## config.mk

```make
export PLATFORM = sky130hd
export DESIGN_NAME = wb_event_port
export DESIGN_NICKNAME = d
export VERILOG_FILES = /design/src/design/aer_pkg.sv /design/src/design/wb_event_port.sv
export SDC_FILE = /design/constraint.sdc
export NUM_CORES = 1
export LEC_CHECK = 0
export BUFFER_PORTS_ARGS = -buffer_cell sky130_fd_sc_hd__buf_2
export CAP_MARGIN = 20
export CELL_PAD_IN_SITES_DETAIL_PLACEMENT = 0
export CELL_PAD_IN_SITES_GLOBAL_PLACEMENT = 1
export CORE_MARGIN = 3
export CORE_UTILIZATION = 22
export CTS_CLUSTER_SIZE = 12
export DETAILED_ROUTE_END_ITERATION = 10
export PLACE_DENSITY_LB_ADDON = 0.1
export SYNTH_ARGS = -nofsm -noshare
export SYNTH_HDL_FRONTEND = slang
export SYNTH_SLANG_ARGS = --single-unit
```

## constraint.sdc

```tcl
create_clock -name clk_i -period 2.9 [get_ports clk_i]
set_clock_uncertainty 0.05 [all_clocks]
set_input_delay 0.145 -clock clk_i [delete_from_list [all_inputs] [get_ports clk_i]]
set_output_delay 0.145 -clock clk_i [all_outputs]
set_load 0.02 [all_outputs]
```

## src/design/aer_pkg.sv

```systemverilog
// Shared definitions for the pixel event readout
// Address width, event word, Wishbone request and response structs,
// register map and arbiter state enum
`default_nettype none

package aer_pkg;

    localparam int ADDR_W = 4;                        // Row or column address bits

    typedef struct packed {
        logic [ADDR_W-1:0] row_addr;                  // Upper nibble of the word
        logic [ADDR_W-1:0] col_addr;
    } aer_event_t;

    typedef struct packed {
        logic        cyc;                             // Bus cycle in progress
        logic        stb;                             // Strobe for this access
        logic        we;
        logic [1:0]  adr;                             // Word address
        logic [31:0] dat;                             // Write data
    } wb_req_t;

    typedef struct packed {
        logic        ack;
        logic [31:0] dat;                             // Read data, valid with ack
    } wb_rsp_t;

    localparam logic [1:0] REG_EVENT  = 2'd0;         // Pops one event word
    localparam logic [1:0] REG_STATUS = 2'd1;         // Count and empty flag

    typedef enum logic [1:0] {
        IDLE,
        ROW_SEL,
        COL_SCAN
    } arb_state_t;

endpackage

`default_nettype wire

```

## src/design/wb_event_port.sv

```systemverilog
// Wishbone classic slave for draining event words
// Registered ack, event register pops the FIFO, status register reports count
`default_nettype none

module wb_event_port #(
    parameter int DEPTH = 8                         // Sizes count_i
) (
    input  logic                        clk_i,
    input  logic                        reset_i,
    input  aer_pkg::wb_req_t            wb_req_i,
    output aer_pkg::wb_rsp_t            wb_rsp_o,
    input  aer_pkg::aer_event_t         head_i,
    input  logic                        empty_i,
    input  logic [$clog2(DEPTH+1)-1:0]  count_i,
    output logic                        pop_o
);

    localparam int CNT_W = $clog2(DEPTH + 1);

    logic        req;
    logic        req_q;                             // Access seen last cycle
    logic        new_req;                           // First cycle of a strobe
    logic        ack_q;
    logic [31:0] rd_dat;
    logic [31:0] dat_q;

    assign req     = wb_req_i.cyc && wb_req_i.stb;
    assign new_req = req && !req_q;
    assign pop_o   = new_req && !wb_req_i.we && (wb_req_i.adr == aer_pkg::REG_EVENT) &&
                     !empty_i;

    always_comb
    begin
        rd_dat = '0;
        case (wb_req_i.adr)
            aer_pkg::REG_EVENT:
            begin
                if (!empty_i)
                begin
                    rd_dat[31]  = 1'b1;             // Valid
                    rd_dat[7:0] = head_i;
                end
            end
            aer_pkg::REG_STATUS:
            begin
                rd_dat[16]        = empty_i;
                rd_dat[CNT_W-1:0] = count_i;
            end
            default: rd_dat = '0;                   // Unmapped reads as zero
        endcase
    end

    always_ff @(posedge clk_i or posedge reset_i)
    begin
        if (reset_i)
        begin
            req_q <= 1'b0;
            ack_q <= 1'b0;
        end
        else
        begin
            req_q <= req;
            ack_q <= new_req;                       // One pulse per strobe
        end
    end

    always_ff @(posedge clk_i)
    begin
        if (new_req)
            dat_q <= wb_req_i.we ? 32'h0 : rd_dat;  // Writes are dropped
    end

    assign wb_rsp_o.ack = ack_q;
    assign wb_rsp_o.dat = dat_q;

endmodule

`default_nettype wire

```

==> impl_metrics.ini <==
[sta]
setup_viol = 0
min_period_ns = 1.48
clock.fmax_mhz = 675
fin_crit_sh = 0.511
fin_worst_hold_slack_ns = 0.0834
hold_violations = 0
tightest_slew_ns = 0.840
fin_setup_tns_ns = 0
setup_ws_ns = 1.42
worst_slew_margin_rel = 0.438
rsz0062_at_grt = no
slew_violations = 0

[synth]
synth_area_um2 = 701
yosysMostFrequentCell = buf_4
syn_area_per_cell_um2 = 11.3
ys_seq_area_frac = 0.500
synth_ff_type = edfxtp_1
synth_top_area_frac = 0.429
synth_edf_count = 10
yosys_register_bits = 12
syn_inst = 62
async_flop_share = 0.167
yosys.area.top_type = edfxtp_1
synth_area_leaders = edfxtp_1 (43%), buf_4 (25%), dfrtp_1 (7.1%)
synthTopCellsByCount = buf_4 (23), edfxtp_1 (10), nand2_1 (6)
synth.distinct_cells = 14
ys_warn_count = 0

[grt]
antenna_found_initial = 0
grt_pass1_vias = 428
grt.total_usage = 0.0659
grt_pass1_wl_mm = 1.93
grt_overflow = 0
grt_max_degree = 12

[critical_path]
cp.arrival_ns = 1.32
max_stage_delay_ns = 0.66
crit_chain = nor2_1
end_kind = register
required_ns = 2.74
critPathLaunchType = register
slowest_stage = nor2_1
crit_fanout = 11
cp_num_buf_inv = 0
crit_type = register to register
crit_family = simple AND/OR/NAND/NOR gates

[detailed_routing]
wl_mm = 1.25
post_drt_wl_per_cell_um = 9.12
ant_nets = 0
drt_iter0_drc = 17
vias_per_cell = 3.39
via_count = 465
firstDrtPassIters = 4
remaining_drc_errors = 0

[cells_and_area]
drive_gt1_frac = 0.432
design_area_um2 = 840
fin_nets = 148
antenna_cells = 0
syn2layout_area_growth_pct = 19.8
final_cells = 137

[floorplan]
ios = 86
die_h_um = 62.4
initial_core_util = 0.242
dieArea_um2 = 3900
std_cell_rows = 19
coreArea_um2 = 2900
die_x_um = 62.4

[power_and_ir_drop]
clock_power_share = 0.286
combinationalPowerShare = 0.178
vdd_drop_max_v = 0.000107
p_sw_mw = 0.0975
p_int_mw = 0.262
switching_share = 0.271
power_density_nw_per_um2 = 428
p_leak_nw = 0.422
seqPwrFrac = 0.536

[place]
gp_congestion = 0.618
dpl_cell_area_um2 = 803
hpwl_um = 999
dp_slack_ns = 1.37
portBuffers = 31
placedCellCount = 132

[outcome]
outcome = finished clean

[clock_network]
cts.sinks = 12
cts_buffer_depth = 2
cts_tree = done
cts.repair.resized = 0
cts.clk_slew.worst_paths_ns = 0.07
cts_root_buf = clkbuf_4
clk_latency_ns = 0.26
htreeDepth = 1
cts_buffers = 3

[hold_path]
hold_path.class = input pin to register

[job]
max-cap-violations = 0
## state kept, by name, summed over array words and instances, names as in the netlist
signal  cells
dat_q      10
req_q       1
ack_q       1
## repair_timing
action                                  CTS  global route
buffers inserted                          0             0
endpoints found under the setup margin    0             0
hold buffers                              1             0
hold endpoints to repair                  2             0
## logic make-up after synthesis
| logic type | Yosys count | synth area share |
|---|---|---|
| and+or+nand+nor | 19 | 0.193 |
| DFF | 12 | 0.500 |
| other | 1 | 0.00535 |
| AOI/OAI and AO/OA | 4 | 0.0286 |
| buffers and inverters | 26 | 0.273 |
## final timing paths
check	startpoint	endpoint	slack, ns	cells after the start
hold / removal	wb_req_i[35]	req_q$_DFF_PP0_	0.08	3
setup reg to reg	req_q$_DFF_PP0_	dat_q[1]$_SDFFCE_PP0P_	1.42	1
setup / recovery	req_q$_DFF_PP0_	dat_q[1]$_SDFFCE_PP0P_	1.42	1
max in group asynchronous	reset_i	ack_q$_DFF_PP0_	2.48	3
min in group asynchronous	reset_i	req_q$_DFF_PP0_	0.21	3
hold reg to reg	req_q$_DFF_PP0_	ack_q$_DFF_PP0_	0.63	1
## stage by stage
stage                     utilization  total power [mW]
after floorplan                     -             0.264
after global placement          0.277             0.259
after detailed placement        0.277             0.259
after CTS                       0.289             0.364
after global routing            0.289             0.382
final                           0.289             0.360
## power groups by stage
stage          clock [mW]  combinational, mW  sequential, mW
3_3_place_gp            0             0.0625           0.197
4_1_cts             0.107             0.0638           0.193
3_5_place_dp            0             0.0626           0.197
2_1_floorplan           0             0.0636           0.200
5_1_grt             0.119             0.0699           0.193
6_report            0.103             0.0639           0.193
## layout by cell type (no fill, tap or decap), drive strengths merged, types with 2 or more instances in the layout
master | synthesis | routed
nand2 | 6 | 6
and2 | 4 | 4
edfxtp | 10 | 10
conb | 1 | 22
dfrtp | 2 | 2
nor2 | 2 | 2
or3b | 4 | 4
a21oi | 4 | 4
buf | 24 | 31
inv | 2 | 2
clkbuf | 0 | 4
## metal layers
metal / GRT usage / routed length [um] / vias up
met2: 0.0879 / 533 / 38
met5: 0 / 0 / -
met1: 0.0812 / 513 / 198
met4: 0.0661 / 27 / 0
li1: - / - / 227
met3: 0.0198 / 175 / 2
## layout make-up
class | instances | area [um2]
clock buffers | 4 | 26.3
fillers | 334 | 2060
inverters | 2 | 7.51
multi-input cells | 45 | 238
flip-flops and latches | 12 | 350
well taps | 42 | 52.6
repair buffers | 32 | 165
Power figures use the tool's default switching activity.
