==> src/design/aer_pkg.sv <==
// Shared definitions for the pixel event readout
// Address width, event word, Wishbone request and response structs,
// register map and arbiter state enum
`default_nettype none

package aer_pkg;

    localparam int ADDR_W = 4;                        // Row or column address bits

    typedef struct packed {
        logic [ADDR_W-1:0] row_addr;                  // Upper nibble of the word
        logic [ADDR_W-1:0] col_addr;
    } aer_event_t;

    typedef struct packed {
        logic        cyc;                             // Bus cycle in progress
        logic        stb;                             // Strobe for this access
        logic        we;
        logic [1:0]  adr;                             // Word address
        logic [31:0] dat;                             // Write data
    } wb_req_t;

    typedef struct packed {
        logic        ack;
        logic [31:0] dat;                             // Read data, valid with ack
    } wb_rsp_t;

    localparam logic [1:0] REG_EVENT  = 2'd0;         // Pops one event word
    localparam logic [1:0] REG_STATUS = 2'd1;         // Count and empty flag

    typedef enum logic [1:0] {
        IDLE,
        ROW_SEL,
        COL_SCAN
    } arb_state_t;

endpackage

`default_nettype wire

==> src/design/event_fifo.sv <==
// Synchronous FIFO of event words
// Circular buffer with occupancy count and full and empty flags
`default_nettype none

module event_fifo #(
    parameter int DEPTH = 8                          // Power of two
) (
    input  logic                         clk_i,
    input  logic                         reset_i,
    input  logic                         push_i,
    input  aer_pkg::aer_event_t          push_data_i,
    input  logic                         pop_i,
    output aer_pkg::aer_event_t          head_o,
    output logic                         full_o,
    output logic                         empty_o,
    output logic [$clog2(DEPTH+1)-1:0]   count_o
);

    localparam int PTR_W = (DEPTH > 1) ? $clog2(DEPTH) : 1;
    localparam int CNT_W = $clog2(DEPTH + 1);

    aer_pkg::aer_event_t mem [DEPTH];
    logic [PTR_W-1:0]    wr_ptr_q;
    logic [PTR_W-1:0]    rd_ptr_q;
    logic [CNT_W-1:0]    count_q;
    logic                do_push;
    logic                do_pop;

    assign do_push = push_i && !full_o;
    assign do_pop  = pop_i && !empty_o;

    always_ff @(posedge clk_i)
    begin
        if (do_push)
            mem[wr_ptr_q] <= push_data_i;            // Storage, no reset
    end

    always_ff @(posedge clk_i or posedge reset_i)
    begin
        if (reset_i)
        begin
            wr_ptr_q <= '0;
            rd_ptr_q <= '0;
            count_q  <= '0;
        end
        else
        begin
            if (do_push)
                wr_ptr_q <= wr_ptr_q + 1'b1;         // Wraps at DEPTH
            if (do_pop)
                rd_ptr_q <= rd_ptr_q + 1'b1;
            case ({do_push, do_pop})
                2'b10:   count_q <= count_q + 1'b1;
                2'b01:   count_q <= count_q - 1'b1;
                default: count_q <= count_q;         // Both or neither
            endcase
        end
    end

    assign head_o  = mem[rd_ptr_q];                  // Oldest word
    assign full_o  = (count_q == CNT_W'(DEPTH));
    assign empty_o = (count_q == '0);
    assign count_o = count_q;

    no_overflow_a : assert property (
        @(posedge clk_i) disable iff (reset_i)
        !(pop_i && empty_o) && !(push_i && full_o)
    ) else $error("FIFO pop when empty or push when full");

endmodule

`default_nettype wire

==> config.mk <==
export PLATFORM = sky130hd
export DESIGN_NAME = event_fifo
export DESIGN_NICKNAME = d
export VERILOG_FILES = /design/src/design/aer_pkg.sv /design/src/design/event_fifo.sv
export SDC_FILE = /design/constraint.sdc
export NUM_CORES = 1
export LEC_CHECK = 0
export ABC_AREA = 1
export BUFFER_PORTS_ARGS = -buffer_cell sky130_fd_sc_hd__buf_2
export CELL_PAD_IN_SITES_DETAIL_PLACEMENT = 1
export CELL_PAD_IN_SITES_GLOBAL_PLACEMENT = 1
export CORE_MARGIN = 10
export CORE_UTILIZATION = 46
export DETAILED_ROUTE_END_ITERATION = 10
export PLACE_DENSITY_LB_ADDON = 0.1
export SLEW_MARGIN = 25
export SYNTH_ARGS = -nofsm -noshare
export SYNTH_HDL_FRONTEND = slang
export SYNTH_SLANG_ARGS = --single-unit
export TNS_END_PERCENT = 30
==> constraint.sdc <==
create_clock -name clk_i -period 2.5 [get_ports clk_i]
set_input_delay 0.25 -clock clk_i [delete_from_list [all_inputs] [get_ports clk_i]]
set_output_delay 0.25 -clock clk_i [all_outputs]
set_load 0.02 [all_outputs]
==> metrics <==
internal power component=2617 uW; Worst Setup Path Type=reg -> reg; Worst R2R Setup Slack=0.22 ns; buffer and inverter count on the worst path=1; DRC errors left=0; number of global-route vias before repair=roughly 2.6k; first drt pass iteration count=4; status=complete, no violations; Post-DRT Antenna Nets=0; Syn Nets=around 380; crit start category=register; pwr dens=1167 nW/um^2; Post-Syn Area=3400 sq um; Clock power frac=0.175; Post-synth EDFFs=64; Via Count=2367; clk_skew=0.01180 ns; initial DRC count=57; Post-CTS Resized=0; nets@finish=412; Core Area=between 7000 and 8000 sq um; CTS tree=done; Hold Crit Class=in -> reg; asr flop ratio synth=0.1351; RSZ-0062 raised after global routing=no; TritonCTS buffer count=9; setup_tns=0 ns; CTS Buffer Depth=2; most instantiated library cell after synthesis=nand2_1; setup slack after layout=0.2194 ns; maxcap violations=0; GRT Total Usage=0.1469; Final Hold Viols=0; CP delay by family, top=simple AND/OR/NAND/NOR gates; synth warn=0; crit-path cells=nor2_1 > nand3_1 > nand2_1 > inv_1 > ha_1 > ha_1 > or2_2 > nand2_1 > nand2_1 > nand3_1 > nand2_1; Max Slew Vio Count=0; CP Capture Type=register; DPL Wire Length=5138 microns; # rows=31; Most used DFF post-synth=edfxtp_1; ANT cells=0; synth cell count leaders=127 x nand2_1, 66 x nor2_1, 64 x edfxtp_1, 47 x inv_1, 10 x dfrtp_1; Clk Latency, worst-skew pair=around 0.34 ns; Initial Util=0.4712; area grow syn2layout=12.70%; IO Pins=26; port bufs=25; drt total wl=about 7900 microns; Via density=4.753; Synth area leader=edfxtp_1; final std cells w/o fill=approximately 500; Post-CTS Repair Setup Buffers=0; clk root buf=clkbuf_8; Final min period=between 2 and 2.5 ns; Die H=106.0 microns; routability congestion estimate=approximately 0.74; Fmax=438.5 MHz; Mapped Cells=between 300 and 400; largest net degree at the start of global routing=65; top-area cell type share of the netlist area=0.5653; sequential area share after synthesis=0.6389; Clock Sinks=74; share of layout cells above drive strength 1=0.1303; fin crit share=0.9123; slew of the pin with the lowest slew margin=0.4245 ns; CP arrival=2.51 ns; critical-path maximum fanout=5; P_leak=0.001758 uW; most frequent CP cell=nand2_1; Die Area=11230 sq um; IR drop worst, VDD=about 0.64 mV; combinational group share of total power=0.442; top cells by area, synth=edfxtp_1 57%, nand2_1 14%, dfrtp_1 7.4%; Routed WL per cell=approximately 16 microns; Worst path slowest cell=dfrtp_1; Sw Ratio=0.4146; switching pwr=about 1900 uW; Netlist cell types=20; first-pass GRT wire length=~13000 microns; Cells after DPL=481; GRT Residual Overflow=0; Setup-failing EPs final=0; CP max stage delay=between 0.4 and 0.5 ns; dpl ws=0.2710 ns; Worst slew margin=0.7167; initial antenna violation count=0; Sequential Power Share=0.383; syn avg cell area=~9.5 sq um; Synth Register Bits=between 70 and 80; Die Wd=106.0 microns; htree depth=3; Critical Path RT=2.73 ns; Clock transition at path regs=approximately 0.070 ns
==> flip-flops by register name, summed over array words and instances (netlist names) <==
register	cells
count_o	4
mem	64
rd_ptr_q	3
wr_ptr_q	3
==> final timing paths <==
path,from,to,cells past startpoint
max in group asynchronous,reset_i,rd_ptr_q[0],3
worst min-delay path,push_data_i[5],mem[3][5],1
worst max-delay path,count_o[0],count_o[3],11
worst min register to register,rd_ptr_q[0],rd_ptr_q[0],1
worst max register to register,count_o[0],count_o[3],11
min in group asynchronous,reset_i,wr_ptr_q[2],3
==> timing repair <==
action | in CTS | in global routing
endpoints found under the setup margin | 0 | 0
hold buffers | 1 | 0
hold endpoints to repair | 10 | 0
==> area by class of cell <==
cell class	count	area, sq um
Multi-Input combinational cell	224	962.2
Fill cell	854	3383
Inverter	48	180.2
Sequential cell	74	2173
Tap cell	99	123.9
Clock buffer	15	156.4
Clock inverter	1	5.005
Timing Repair Buffer	37	230.2
==> cells in the final DEF, fill, tap and decap left out <==
| master | Yosys | routed |
|---|---|---|
| buf_12 | 0 | 1 |
| buf_2 | 5 | 25 |
| buf_4 | 3 | 10 |
| clkbuf_1 | 1 | 5 |
| clkbuf_8 | 0 | 10 |
| clkinv_2 | 0 | 1 |
| dfrtp_1 | 10 | 9 |
| dfrtp_2 | 0 | 1 |
| dlygate4sd3_1 | 0 | 1 |
| edfxtp_1 | 64 | 64 |
| fa_1 | 1 | 1 |
| ha_1 | 5 | 5 |
| inv_1 | 47 | 47 |
| inv_2 | 1 | 1 |
| nand2_1 | 127 | 127 |
| nand2_2 | 1 | 1 |
| nand3_1 | 4 | 4 |
| nand3_2 | 1 | 1 |
| nor2_1 | 66 | 66 |
| nor3_1 | 8 | 8 |
| o21ai_0 | 4 | 4 |
| or2_2 | 1 | 1 |
| xnor2_1 | 4 | 4 |
| xor2_1 | 2 | 2 |
==> stage by stage <==
stage                     total power [uW]  hold WS, ns  cell area (sq um)  utilization
after floorplan                       3138      0.09018               3400            -
after global placement                3641       0.2575               3660       0.5073
after detailed placement              3751       0.2687               3660       0.5073
after CTS                             4541       0.1707               3831       0.5310
after global routing                  4868       0.1751               3831       0.5310
final                                 4470       0.1783               3831       0.5310
==> routing by layer <==
layer | vias to the layer above | GRT usage | wire length [microns]
met5 | - | 0 | 0
met4 | 0 | 0.05126 | 101
met3 | 8 | 0.04227 | 260
met2 | 38 | 0.2602 | 4134
met1 | 1142 | 0.1652 | 3354
li1 | 1179 | - | -
==> power by group through the flow <==
stage	registers (uW)	logic, uW	clock network, uW
after CTS	1710	2030	800
final	1710	1970	784
after floorplan	1740	1400	0
after global routing	1730	2270	866
after detailed placement	1740	2010	0
after global placement	1720	1920	0
==> kinds of logic after synthesis <==
family | after synthesis | share of synthesized area
AND/OR/NAND/NOR | 208 | 0.2374
flip-flops | 74 | 0.6389
buffers and inverters | 60 | 0.07802
XOR/XNOR | 6 | 0.01546
adder cells (fa/ha/maj) | 6 | 0.02429
AO/OA/AOI/OAI | 4 | 0.005889
No activity file was read; power rests on OpenSTA's default activity.
