`src/design/pixel_event_latch.sv`:
```
// Per-pixel pending register for the sensor array
// Event pulses set a bit, arbiter grants clear it, a new event wins over a grant
`default_nettype none

module pixel_event_latch #(
    parameter int ROWS = 4,
    parameter int COLS = 8
) (
    input  logic                      clk_i,
    input  logic                      reset_i,
    input  logic [ROWS-1:0][COLS-1:0] event_i,    // Single-cycle pulses from pixels
    input  logic [ROWS-1:0][COLS-1:0] grant_i,    // One-hot or zero from arbiter
    output logic [ROWS-1:0][COLS-1:0] pending_o
);

    logic [ROWS-1:0][COLS-1:0] pending_q;

    always_ff @(posedge clk_i or posedge reset_i)
    begin
        if (reset_i)
        begin
            pending_q <= '0;                          // No pixel waiting
        end
        else
        begin
            // Set over clear, repeats on a waiting pixel merge into one bit
            pending_q <= event_i | (pending_q & ~grant_i);
        end
    end

    assign pending_o = pending_q;

    // A grant must always land on a pixel that is waiting
    grant_on_pending_a : assert property (
        @(posedge clk_i) disable iff (reset_i)
        (grant_i & ~pending_q) == '0
    ) else $error("grant to a pixel with no pending event");

endmodule

`default_nettype wire

```
`config.mk`:
```
export PLATFORM = sky130hd
export DESIGN_NAME = pixel_event_latch
export DESIGN_NICKNAME = d
export VERILOG_FILES = /design/src/design/pixel_event_latch.sv
export SDC_FILE = /design/constraint.sdc
export NUM_CORES = 1
export LEC_CHECK = 0
export BUFFER_PORTS_ARGS = -buffer_cell sky130_fd_sc_hd__clkbuf_2
export CORE_MARGIN = 1
export CORE_UTILIZATION = 40
export DETAILED_ROUTE_END_ITERATION = 8
export GPL_TIMING_DRIVEN = 0
export PLACE_DENSITY = 0.9
export RECOVER_POWER = 25
export SETUP_SLACK_MARGIN = 0.02
export SYNTH_ARGS = -nofsm -noshare
export SYNTH_HDL_FRONTEND = slang
export SYNTH_SLANG_ARGS = --single-unit
```
`constraint.sdc`:
```
create_clock -name clk_i -period 1.9 [get_ports clk_i]
set_input_delay 0.38 -clock clk_i [delete_from_list [all_inputs] [get_ports clk_i]]
set_output_delay 0.38 -clock clk_i [all_outputs]
set_load 0.03 [all_outputs]
```
==> results_dict.tcl, run 1 <==
set metrics [dict create \
    min_period_ns 1.29 \
    grt_remaining_overflow 0 \
    final-hold-violation-count 0 \
    ctsLongestPathBuffers 2 \
    first_pass_iters 3 \
    finClkSkew_ns 0 \
    yosysWarnings 0 \
    die-area_um2 3130 \
    top_area_cells_in_the_synthesized_netlist "sky130_fd_sc_hd__dfrtp_1, sky130_fd_sc_hd__a21o_1, sky130_fd_sc_hd__inv_1" \
    power.density_nw_per_um2 854 \
    timing_worst_slew_pin_value_ns 1.12 \
    design.portCount 98 \
    timing.critical_path.fanout_max 2 \
    stdcell_area_um2 1770 \
    cts_buffers 5 \
    syn-mean-instance-area_um2 12.0 \
    port_buffers 97 \
    htree_levels 2 \
    fmax_mhz 774 \
    clock_sink_count 32 \
    post_syn_instances 97 \
    start_util_pct 42.2 \
    synth_largest_type_area_fraction_pct 68.7 \
    number_of_enable_type_register_cells_in_the_synthesized_netlist 0 \
    grt_antenna_before_repair 0 \
    drt_first_iter_violations 19 \
    core_area_um2 2760 \
    cp.buffers_inverters 1 \
    cts_post_setup_buffers_inserted 0 \
    hold_path.class "input pin to flip-flop" \
    critPathKind "flip-flop to output port" \
    grt_start_max_net_pins 33 \
    clock_tree_from_tritoncts "done" \
    post_cts_sizing_count 0 \
    chipHeight_um 56.0 \
    hold_buffers 0 \
    rsz0062_at_grt "false" \
    worst_path_dominant_cell_family "flip-flops" \
    synthMostInstantiatedCell "sky130_fd_sc_hd__inv_1" \
    worstSetupStartpointType "flip-flop" \
    inserted_diodes 0 \
    vdd_drop_max_mv 0.673 \
    tns_ns 0 \
    global_route_wire_length_before_repair_um 3880 \
    drtAntennaViolNets 0 \
    syn_area_um2 1160 \
    post-synth-top-area-cell "sky130_fd_sc_hd__dfrtp_1" \
    number_of_flip_flops_in_the_largest_register 32 \
    cts_root_buf "sky130_fd_sc_hd__clkbuf_4" \
    via_count_of_the_first_global_routing_pass 1014 \
    cells_traversed_along_the_worst_timing_path "clkbuf_2" \
    status "finished, final reports clean" \
    cts.reportedPaths.clkPinSlew_ns 0.09 \
    layout_stage_area_growth_over_the_synthesis_result_pct 51.6 \
    r2r_slack_ns 1.23 \
    groute.usage.overall_pct 16.5 \
    dpl.hpwl_um 1890 \
    mappedNetlistNets 163 \
    timing.max_slew.rel_slack_pct 25.1 \
    worst_skew_pair.late_latency_ns 0.32 \
    synth_seq_cells 32 \
    num-nets-final 267 \
    layout-drive-gt1-share_pct 51.5 \
    die-width_um 56.0 \
    fin_total_pwr_mw 1.51 \
    worst-endpoint-arrival_ns 0.91 \
    ys.flop_type "sky130_fd_sc_hd__dfrtp_1" \
    final.period_utilization_pct 68.0 \
    cp_slowest_stage_delay_ns 0.40 \
    routability_congestion_estimate_from_global_placement 0.660 \
    cp_data_required_time_ns 1.52 \
    route.detailed.wl_per_inst_um 9.73 \
    drt-vias-per-instance 4.41 \
    timing.critical_path.slowest_stage_cell "sky130_fd_sc_hd__dfrtp_1" \
    drc 0 \
    synth.yosys.seq_area_share_pct 68.7 \
    timing_max_transition_violations_final 0 \
    num_rows 19 \
    post_dp_cell_area_um2 1690 \
    via_count_of_the_routed_design 1028 \
    setup.worst_path.end_class "output port" \
    async_flop_share_pct 100 \
    yosys-top-cells-count "sky130_fd_sc_hd__inv_1, sky130_fd_sc_hd__a21o_1, sky130_fd_sc_hd__dfrtp_1" \
    synth.distinct_cells 3 \
    reported_max_cap_violation_count 0 \
    postRouteWirelength_um 2270 \
    cellLeakagePower_nw 1.13 \
    setup_violations_final 0 \
]
final timing paths:
| path | start | to | depth (start not counted) |
|---|---|---|---|
| worst max-delay path | pending_o[1]$_DFF_PP0_ | pending_o[1] | 1 |
| worst min-delay path | event_i[2] | pending_o[2]$_DFF_PP0_ | 2 |
| worst max register to register | pending_o[1]$_DFF_PP0_ | pending_o[1]$_DFF_PP0_ | 1 |
| worst min register to register | pending_o[2]$_DFF_PP0_ | pending_o[2]$_DFF_PP0_ | 1 |
| max in group asynchronous | reset_i | pending_o[10]$_DFF_PP0_ | 2 |
| min in group asynchronous | reset_i | pending_o[25]$_DFF_PP0_ | 2 |
through the flow:
| step | hold WS, ns | worst slack, ns | util (%) | instances |
|---|---|---|---|---|
| final | 0.227 | 0.607 | 64.0 | 233 |
| after global routing | 0.206 | 0.556 | 64.0 | 233 |
| after CTS | 0.213 | 0.593 | 64.0 | 233 |
| after detailed placement | 0.467 | 0.437 | 61.3 | 225 |
| after global placement | 0.458 | 0.433 | 61.3 | 225 |
| after floorplan | 0.472 | 0.829 | - | 97 |
per-layer routing:
layer  wire length (um)  part of all wire [%]  vias to the layer above  GRT usage [%]
met5                  0                     0                        -              0
met3                211                   9.3                        6           5.35
met4                 42                   1.9                        0           10.5
li1                   -                     -                      507              -
met2               1130                    50                       65           28.4
met1                879                    39                      450           17.2
cells by family after synthesis:
group	after synthesis	share of synthesized area (%)
AOI/OAI and AO/OA	32	20.6
buffers and inverters	33	10.6
DFF	32	68.7
cell type report:
type                    count  area, um2
clock buffers               6       41.3
clock inverters             2       35.0
fillers                   224        992
inverters                  33        124
multi-input cells          32        240
flip-flops and latches     32        801
well taps                  31       38.8
repair buffers             97        485
placed cells by master (no fill, tap or decap):
cell type                   netlist  layout
sky130_fd_sc_hd__a21o_1          32      32
sky130_fd_sc_hd__bufinv_16        0       1
sky130_fd_sc_hd__clkbuf_1         0       1
sky130_fd_sc_hd__clkbuf_2         0      97
sky130_fd_sc_hd__clkbuf_4         0       5
sky130_fd_sc_hd__clkinv_2         0       1
sky130_fd_sc_hd__dfrtp_1         32      32
sky130_fd_sc_hd__inv_1           33      33
report_power, final:
part           total (mW)  leakage (nW)  switching (mW)  internal, mW
sequential          0.751         0.344          0.0246         0.727
combinational       0.271         0.748           0.161         0.110
clock               0.486        0.0422           0.210         0.276
total                1.51          1.13           0.396          1.11
(Power assumes the default switching activity.)
==> inputs of run 2 (changes only) <==
--- a/config.mk
+++ b/config.mk
@@ -7,10 +7,10 @@
 export LEC_CHECK = 0
 export BUFFER_PORTS_ARGS = -buffer_cell sky130_fd_sc_hd__clkbuf_2
 export CORE_MARGIN = 1
-export CORE_UTILIZATION = 40
+export CORE_UTILIZATION = 34
 export DETAILED_ROUTE_END_ITERATION = 8
 export GPL_TIMING_DRIVEN = 0
-export PLACE_DENSITY = 0.9
+export PLACE_DENSITY = 0.82
 export RECOVER_POWER = 25
 export SETUP_SLACK_MARGIN = 0.02
 export SYNTH_ARGS = -nofsm -noshare
==> constraint.sdc (replaced) <==
create_clock -name clk_i -period 1.1 [get_ports clk_i]
set_input_delay 0.22 -clock clk_i [delete_from_list [all_inputs] [get_ports clk_i]]
set_output_delay 0.22 -clock clk_i [all_outputs]
set_load 0.03 [all_outputs]
==> run 2 against run 1 <==
  * The flow now finishes with violations (hold timing, setup timing)
  * Final cell count up 13%
  * Clock skew did not move
  * Register-to-register slack worse by 1.1 ns
  * Design area is 25% higher
  * Count of clock-buffer cells in the layout is 2 higher
  * Combinational power grew to 2.6 times the previous value
  * Total power rose by 79%
  * Largest cell class is now non-clock buffers
  * Largest power group unchanged
==> results_dict.tcl, run 2 (synthesized netlist as in run 1, its figures left out) <==
set metrics [dict create \
    core_area_um2 3150 \
    multiInputGateArea_um2 240 \
    timing_worst_slew_pin_value_ns 0.659 \
    setup.worst_path.end_class "output port" \
    fmax_mhz 904 \
    grt_remaining_overflow 0 \
    inserted_diodes 0 \
    fin_total_pwr_mw 2.70 \
    worst-endpoint-arrival_ns 0.89 \
    final-seq-area_um2 801 \
    drc 0 \
    stdcell_area_um2 2210 \
    vdd_drop_max_mv 0.935 \
    layout-drive-gt1-share_pct 54.8 \
    timing.critical_path.slowest_stage_cell "sky130_fd_sc_hd__dfrtp_1" \
    die-width_um 60.5 \
    groute.usage.overall_pct 15.6 \
    final-hold-violation-count 1 \
    cts_root_buf "sky130_fd_sc_hd__clkbuf_4" \
    num_rows 20 \
    critPathKind "flip-flop to output port" \
    number_of_flip_flops_in_the_largest_register 32 \
    grt_start_max_net_pins 33 \
    finClkSkew_ns 0 \
    ctsLongestPathBuffers 2 \
    power.density_nw_per_um2 1220 \
    timing.critical_path.fanout_max 2 \
    cp_data_required_time_ns 0.88 \
    rsz0062_at_grt "true" \
    violated_checks "hold timing, setup timing" \
    design.portCount 98 \
    post_dp_cell_area_um2 1710 \
    cts.reportedPaths.clkPinSlew_ns 0.09 \
    mostFrequentLayoutCells "sky130_fd_sc_hd__clkbuf_2, sky130_fd_sc_hd__inv_1, sky130_fd_sc_hd__a21o_1, sky130_fd_sc_hd__buf_8, sky130_fd_sc_hd__dfrtp_1" \
    worstSetupStartpointType "flip-flop" \
    clock_tree_from_tritoncts "done" \
    via_count_of_the_routed_design 1091 \
    final_common_cell "sky130_fd_sc_hd__clkbuf_2" \
    via_count_of_the_first_global_routing_pass 1077 \
    setup_violations_final 4 \
    drt_first_iter_violations 14 \
    hold_buffers 0 \
    die-area_um2 3660 \
    place_inst 238 \
    hold-worst-slack_ns -0.00135 \
    cells_traversed_along_the_worst_timing_path "buf_8" \
    timing_max_transition_violations_final 0 \
    timing.max_slew.rel_slack_pct 56.0 \
    dpl.hpwl_um 1800 \
    grt_antenna_before_repair 0 \
    final.period_utilization_pct 101 \
    min_period_ns 1.11 \
    chipHeight_um 60.5 \
    global_route_wire_length_before_repair_um 4100 \
    htree_levels 2 \
    postRouteWirelength_um 2940 \
    cts_buffers 5 \
    cellLeakagePower_nw 1.31 \
    route.detailed.wl_per_inst_um 11.2 \
    layout_stage_area_growth_over_the_synthesis_result_pct 90.1 \
    drtAntennaViolNets 0 \
    cp.buffers_inverters 1 \
    worst_skew_pair.late_latency_ns 0.31 \
    drt-vias-per-instance 4.15 \
    clock_sink_count 32 \
    cp_slowest_stage_delay_ns 0.42 \
    hold_path.class "input pin to asynchronous set/reset pin" \
    worst_path_dominant_cell_family "flip-flops" \
    num-nets-final 284 \
    status "finished, violations left" \
    first_pass_iters 4 \
    reported_max_cap_violation_count 0 \
    final.fill_count 242 \
    routability_congestion_estimate_from_global_placement 0.662 \
    worst_slack_ns -0.00619 \
    start_util_pct 36.9 \
    port_buffers 97 \
    finish.cell_count_without_fillers 263 \
]
[run 2: cell types whose count changed in the layout (fill, tap and decap cells not counted), sizes merged]
cell      delta
clkinvlp     +1
clkbuf      -30
bufinv       -1
buf         +49
inv          -1
clkinv       -1
[run 2: repair_timing]
item | CTS | global route
gates cloned | 0 | 0
hold endpoints to repair | 0 | 0
setup buffers | 6 | 11
setup endpoints to repair | 32 | 64
gates resized for setup | 64 | 33
[run 2: per-stage QoR]
stage | setup WS (ns) | setup TNS, ns | utilization, %
after global routing | -0.0466 | -1.03 | 70.2
after floorplan | 0.189 | 0 | -
after CTS | -0.0227 | -0.395 | 66.3
final | -0.00619 | -0.0169 | 70.2
after detailed placement | -0.225 | -7.19 | 54.1
after global placement | -0.231 | -7.35 | 54.1
[run 2: layout make-up]
type                    instances  share of cell area [%]
multi-input cells              32                    10.8
clock buffers                   8                    2.66
flip-flops and latches         32                    36.2
inverters                      33                    5.76
repair buffers                114                    42.1
well taps                      44                    2.49
[run 2: per-layer routing]
layer  GRT usage, %  up-vias  part of all wire (%)
met1           13.8      484                    34
met3           6.82        6                   9.2
li1               -      537                     -
met2           30.0       64                    55
met5              0        -                     0
met4           7.14        0                   1.3
[run 2: where the power goes]
part	total, mW	switching, mW	internal (mW)
clock	0.673	0.358	0.315
combinational	0.696	0.304	0.392
sequential	1.33	0.0731	1.26
[run 2: final timing paths]
path | from | end | slack (ns) | cells past startpoint
hold reg to reg | pending_o[29]$_DFF_PP0_ | pending_o[29]$_DFF_PP0_ | 0.53 | 1
min in group clk_i | event_i[4] | pending_o[4]$_DFF_PP0_ | 0.07 | 2
setup reg to reg | pending_o[21]$_DFF_PP0_ | pending_o[21]$_DFF_PP0_ | 0.18 | 3
max in group asynchronous | reset_i | pending_o[11]$_DFF_PP0_ | 0.72 | 2
setup / recovery | pending_o[14]$_DFF_PP0_ | pending_o[14] | -0.006 | 1
hold / removal | reset_i | pending_o[10]$_DFF_PP0_ | -0.001 | 2
==> inputs of run 3 (changes only) <==
--- a/config.mk
+++ b/config.mk
@@ -9,9 +9,9 @@
 export CORE_MARGIN = 1
 export CORE_UTILIZATION = 34
 export DETAILED_ROUTE_END_ITERATION = 8
+export GPL_ROUTABILITY_DRIVEN = 0
 export GPL_TIMING_DRIVEN = 0
 export PLACE_DENSITY = 0.82
-export RECOVER_POWER = 25
 export SETUP_SLACK_MARGIN = 0.02
 export SYNTH_ARGS = -nofsm -noshare
 export SYNTH_HDL_FRONTEND = slang
==> run 3 against run 2 <==
  * The flow still finishes with violations (hold timing, setup timing)
  * Hold slack worse by 0.015 ns
  * Non-clock buffer count unchanged
  * Largest cell class unchanged
  * Count of clock-buffer cells in the layout unchanged
  * Die area unchanged
  * Wire length down 0.14%
  * Sequential cell count unchanged
  * Worst setup slack about the same
  * Critical path type unchanged
  * First-iteration DRC count unchanged
  * Core utilization about the same
  * Total power about the same
  * Register-to-register slack about the same
  * Sequential share of layout area about the same
==> results_dict.tcl, run 3 (synthesized netlist as in run 1, its figures left out) <==
set metrics [dict create \
    worst_slack_ns -0.00618 \
    timing.critical_path.slowest_stage_cell "sky130_fd_sc_hd__dfrtp_1" \
    power_switching_share_pct 27.2 \
    timing.max_slew.rel_slack_pct 56.0 \
    tns_ns -0.0169 \
    port_buffers 97 \
    mostFrequentLayoutCells "sky130_fd_sc_hd__clkbuf_2, sky130_fd_sc_hd__inv_1, sky130_fd_sc_hd__a21o_1, sky130_fd_sc_hd__buf_8, sky130_fd_sc_hd__dfrtp_1" \
    stdcell_area_um2 2220 \
    clock_network_power_share_pct 24.9 \
    reg2reg_from "pending_o[21]$_DFF_PP0_" \
    hold-worst-slack_ns -0.0163 \
    power.density_nw_per_um2 1220 \
    cts_buffers 5 \
    grt_remaining_overflow 0 \
    worst_skew_pair.late_latency_ns 0.31 \
    cells_traversed_along_the_worst_timing_path "buf_8" \
    via_count_of_the_first_global_routing_pass 1077 \
    timing_worst_slew_pin_value_ns 0.659 \
    rsz0062_at_grt "true" \
    first_pass_iters 4 \
    drc 0 \
    finClkSkew_ns 0 \
    final_common_cell "sky130_fd_sc_hd__clkbuf_2" \
    reported_max_cap_violation_count 0 \
    chipHeight_um 60.5 \
    global_route_wire_length_before_repair_um 4100 \
    grt_start_max_net_pins 33 \
    postRouteWirelength_um 2930 \
    comb_power_share_pct 25.8 \
    start_util_pct 36.9 \
    inserted_diodes 0 \
    dpl.hpwl_um 1800 \
    critPathKind "flip-flop to output port" \
    die-width_um 60.5 \
    cp_data_required_time_ns 0.88 \
    final.period_utilization_pct 101 \
    num-nets-final 284 \
    violated_checks "hold timing, setup timing" \
    cp.buffers_inverters 1 \
    vdd_drop_max_mv 0.935 \
    layout_stage_area_growth_over_the_synthesis_result_pct 90.2 \
    p_sw_uw 734 \
    worst-endpoint-arrival_ns 0.89 \
    clock_sink_count 32 \
    htree_levels 2 \
    ctsLongestPathBuffers 2 \
    timing.critical_path.fanout_max 2 \
    internal-power_mw 1.96 \
    worstSetupStartpointType "flip-flop" \
    cellLeakagePower_nw 1.31 \
    fmax_mhz 904 \
    r2r_slack_ns 0.18 \
    clock_tree_from_tritoncts "done" \
    post_dp_cell_area_um2 1710 \
    core_area_um2 3150 \
    route.detailed.wl_per_inst_um 11.2 \
    grt_antenna_before_repair 0 \
    via_count_of_the_routed_design 1091 \
    worstRegToRegCells 3 \
    pwr-share-seq_pct 49.2 \
    worst_path_dominant_cell_family "flip-flops" \
    setup_violations_final 4 \
    die-area_um2 3660 \
    setup.worst_path.end_class "output port" \
    num_rows 20 \
    cts.reportedPaths.clkPinSlew_ns 0.09 \
    drt_first_iter_violations 14 \
    hold_path.class "input pin to asynchronous set/reset pin" \
    final-hold-violation-count 30 \
    drtAntennaViolNets 0 \
    drt-vias-per-instance 4.15 \
    status "finished, violations left" \
    groute.usage.overall_pct 15.6 \
    min_period_ns 1.11 \
    fin_total_pwr_mw 2.70 \
    cts_root_buf "sky130_fd_sc_hd__clkbuf_4" \
    number_of_flip_flops_in_the_largest_register 32 \
    cp_slowest_stage_delay_ns 0.42 \
    design.portCount 98 \
    timing_max_transition_violations_final 0 \
    reg2reg_to "pending_o[21]$_DFF_PP0_" \
    layout-drive-gt1-share_pct 55.3 \
]
==> run 3: cell counts in the layout (fill, tap and decap cells not counted) <==
No cell type changed its count.
==> run 3: timing repair <==
action | 4_1_cts | 5_1_grt
gates cloned | 0 | 0
hold endpoints to repair | 0 | 0
resized for setup | 64 | 33
hold buffers | 0 | 0
endpoints found under the setup margin | 32 | 64
buffers inserted | 6 | 11
==> run 3: area by class of cell <==
cell class | instances | area (um2)
Clock buffer | 8 | 58.8
Fill cell | 241 | 937
Inverter | 33 | 128
Multi-Input combinational cell | 32 | 240
Sequential cell | 32 | 801
Tap cell | 44 | 55.1
Timing Repair Buffer | 114 | 933
==> run 3: how the worst max path moves through the flow <==
stage                              endpoint                    start  depth (start not counted)  slack [ns]
floorplan            pending_o[0]$_DFF_PP0_                  reset_i                          1        0.19
global placement    pending_o[28]$_DFF_PP0_                  reset_i                          2       -0.23
detailed placement  pending_o[30]$_DFF_PP0_                  reset_i                          2       -0.23
CTS                           pending_o[15]  pending_o[15]$_DFF_PP0_                          1       -0.02
global route                  pending_o[28]  pending_o[28]$_DFF_PP0_                          1       -0.05
finish                        pending_o[14]  pending_o[14]$_DFF_PP0_                          1      -0.006
==> run 3: per-layer routing <==
layer  vias to the layer above  wire, um  global-route usage, %
met5                         -         0                      0
met3                         6       271                   6.82
met2                        64      1620                   30.0
met1                       484      1000                   13.8
met4                         0        37                   7.14
li1                        537         -                      -
==> run 3: metrics by stage <==
| stage | setup WS (ns) | util (%) | cells |
|---|---|---|---|
| 2_1_floorplan | 0.189 | - | 97 |
| 3_3_place_gp | -0.231 | 54.1 | 238 |
| 3_5_place_dp | -0.225 | 54.1 | 238 |
| 4_1_cts | -0.0227 | 66.3 | 252 |
| 5_1_grt | -0.0466 | 70.3 | 263 |
| 6_report | -0.00618 | 70.3 | 263 |
==> run 3: power groups by stage <==
stage / logic [mW] / clock network (mW) / registers [mW]
finish: 0.696 / 0.673 / 1.33
detailed placement: 0.476 / 0 / 1.32
global placement: 0.467 / 0 / 1.32
CTS: 0.618 / 0.703 / 1.31
global route: 0.746 / 0.741 / 1.34
floorplan: 0.0994 / 0 / 1.48
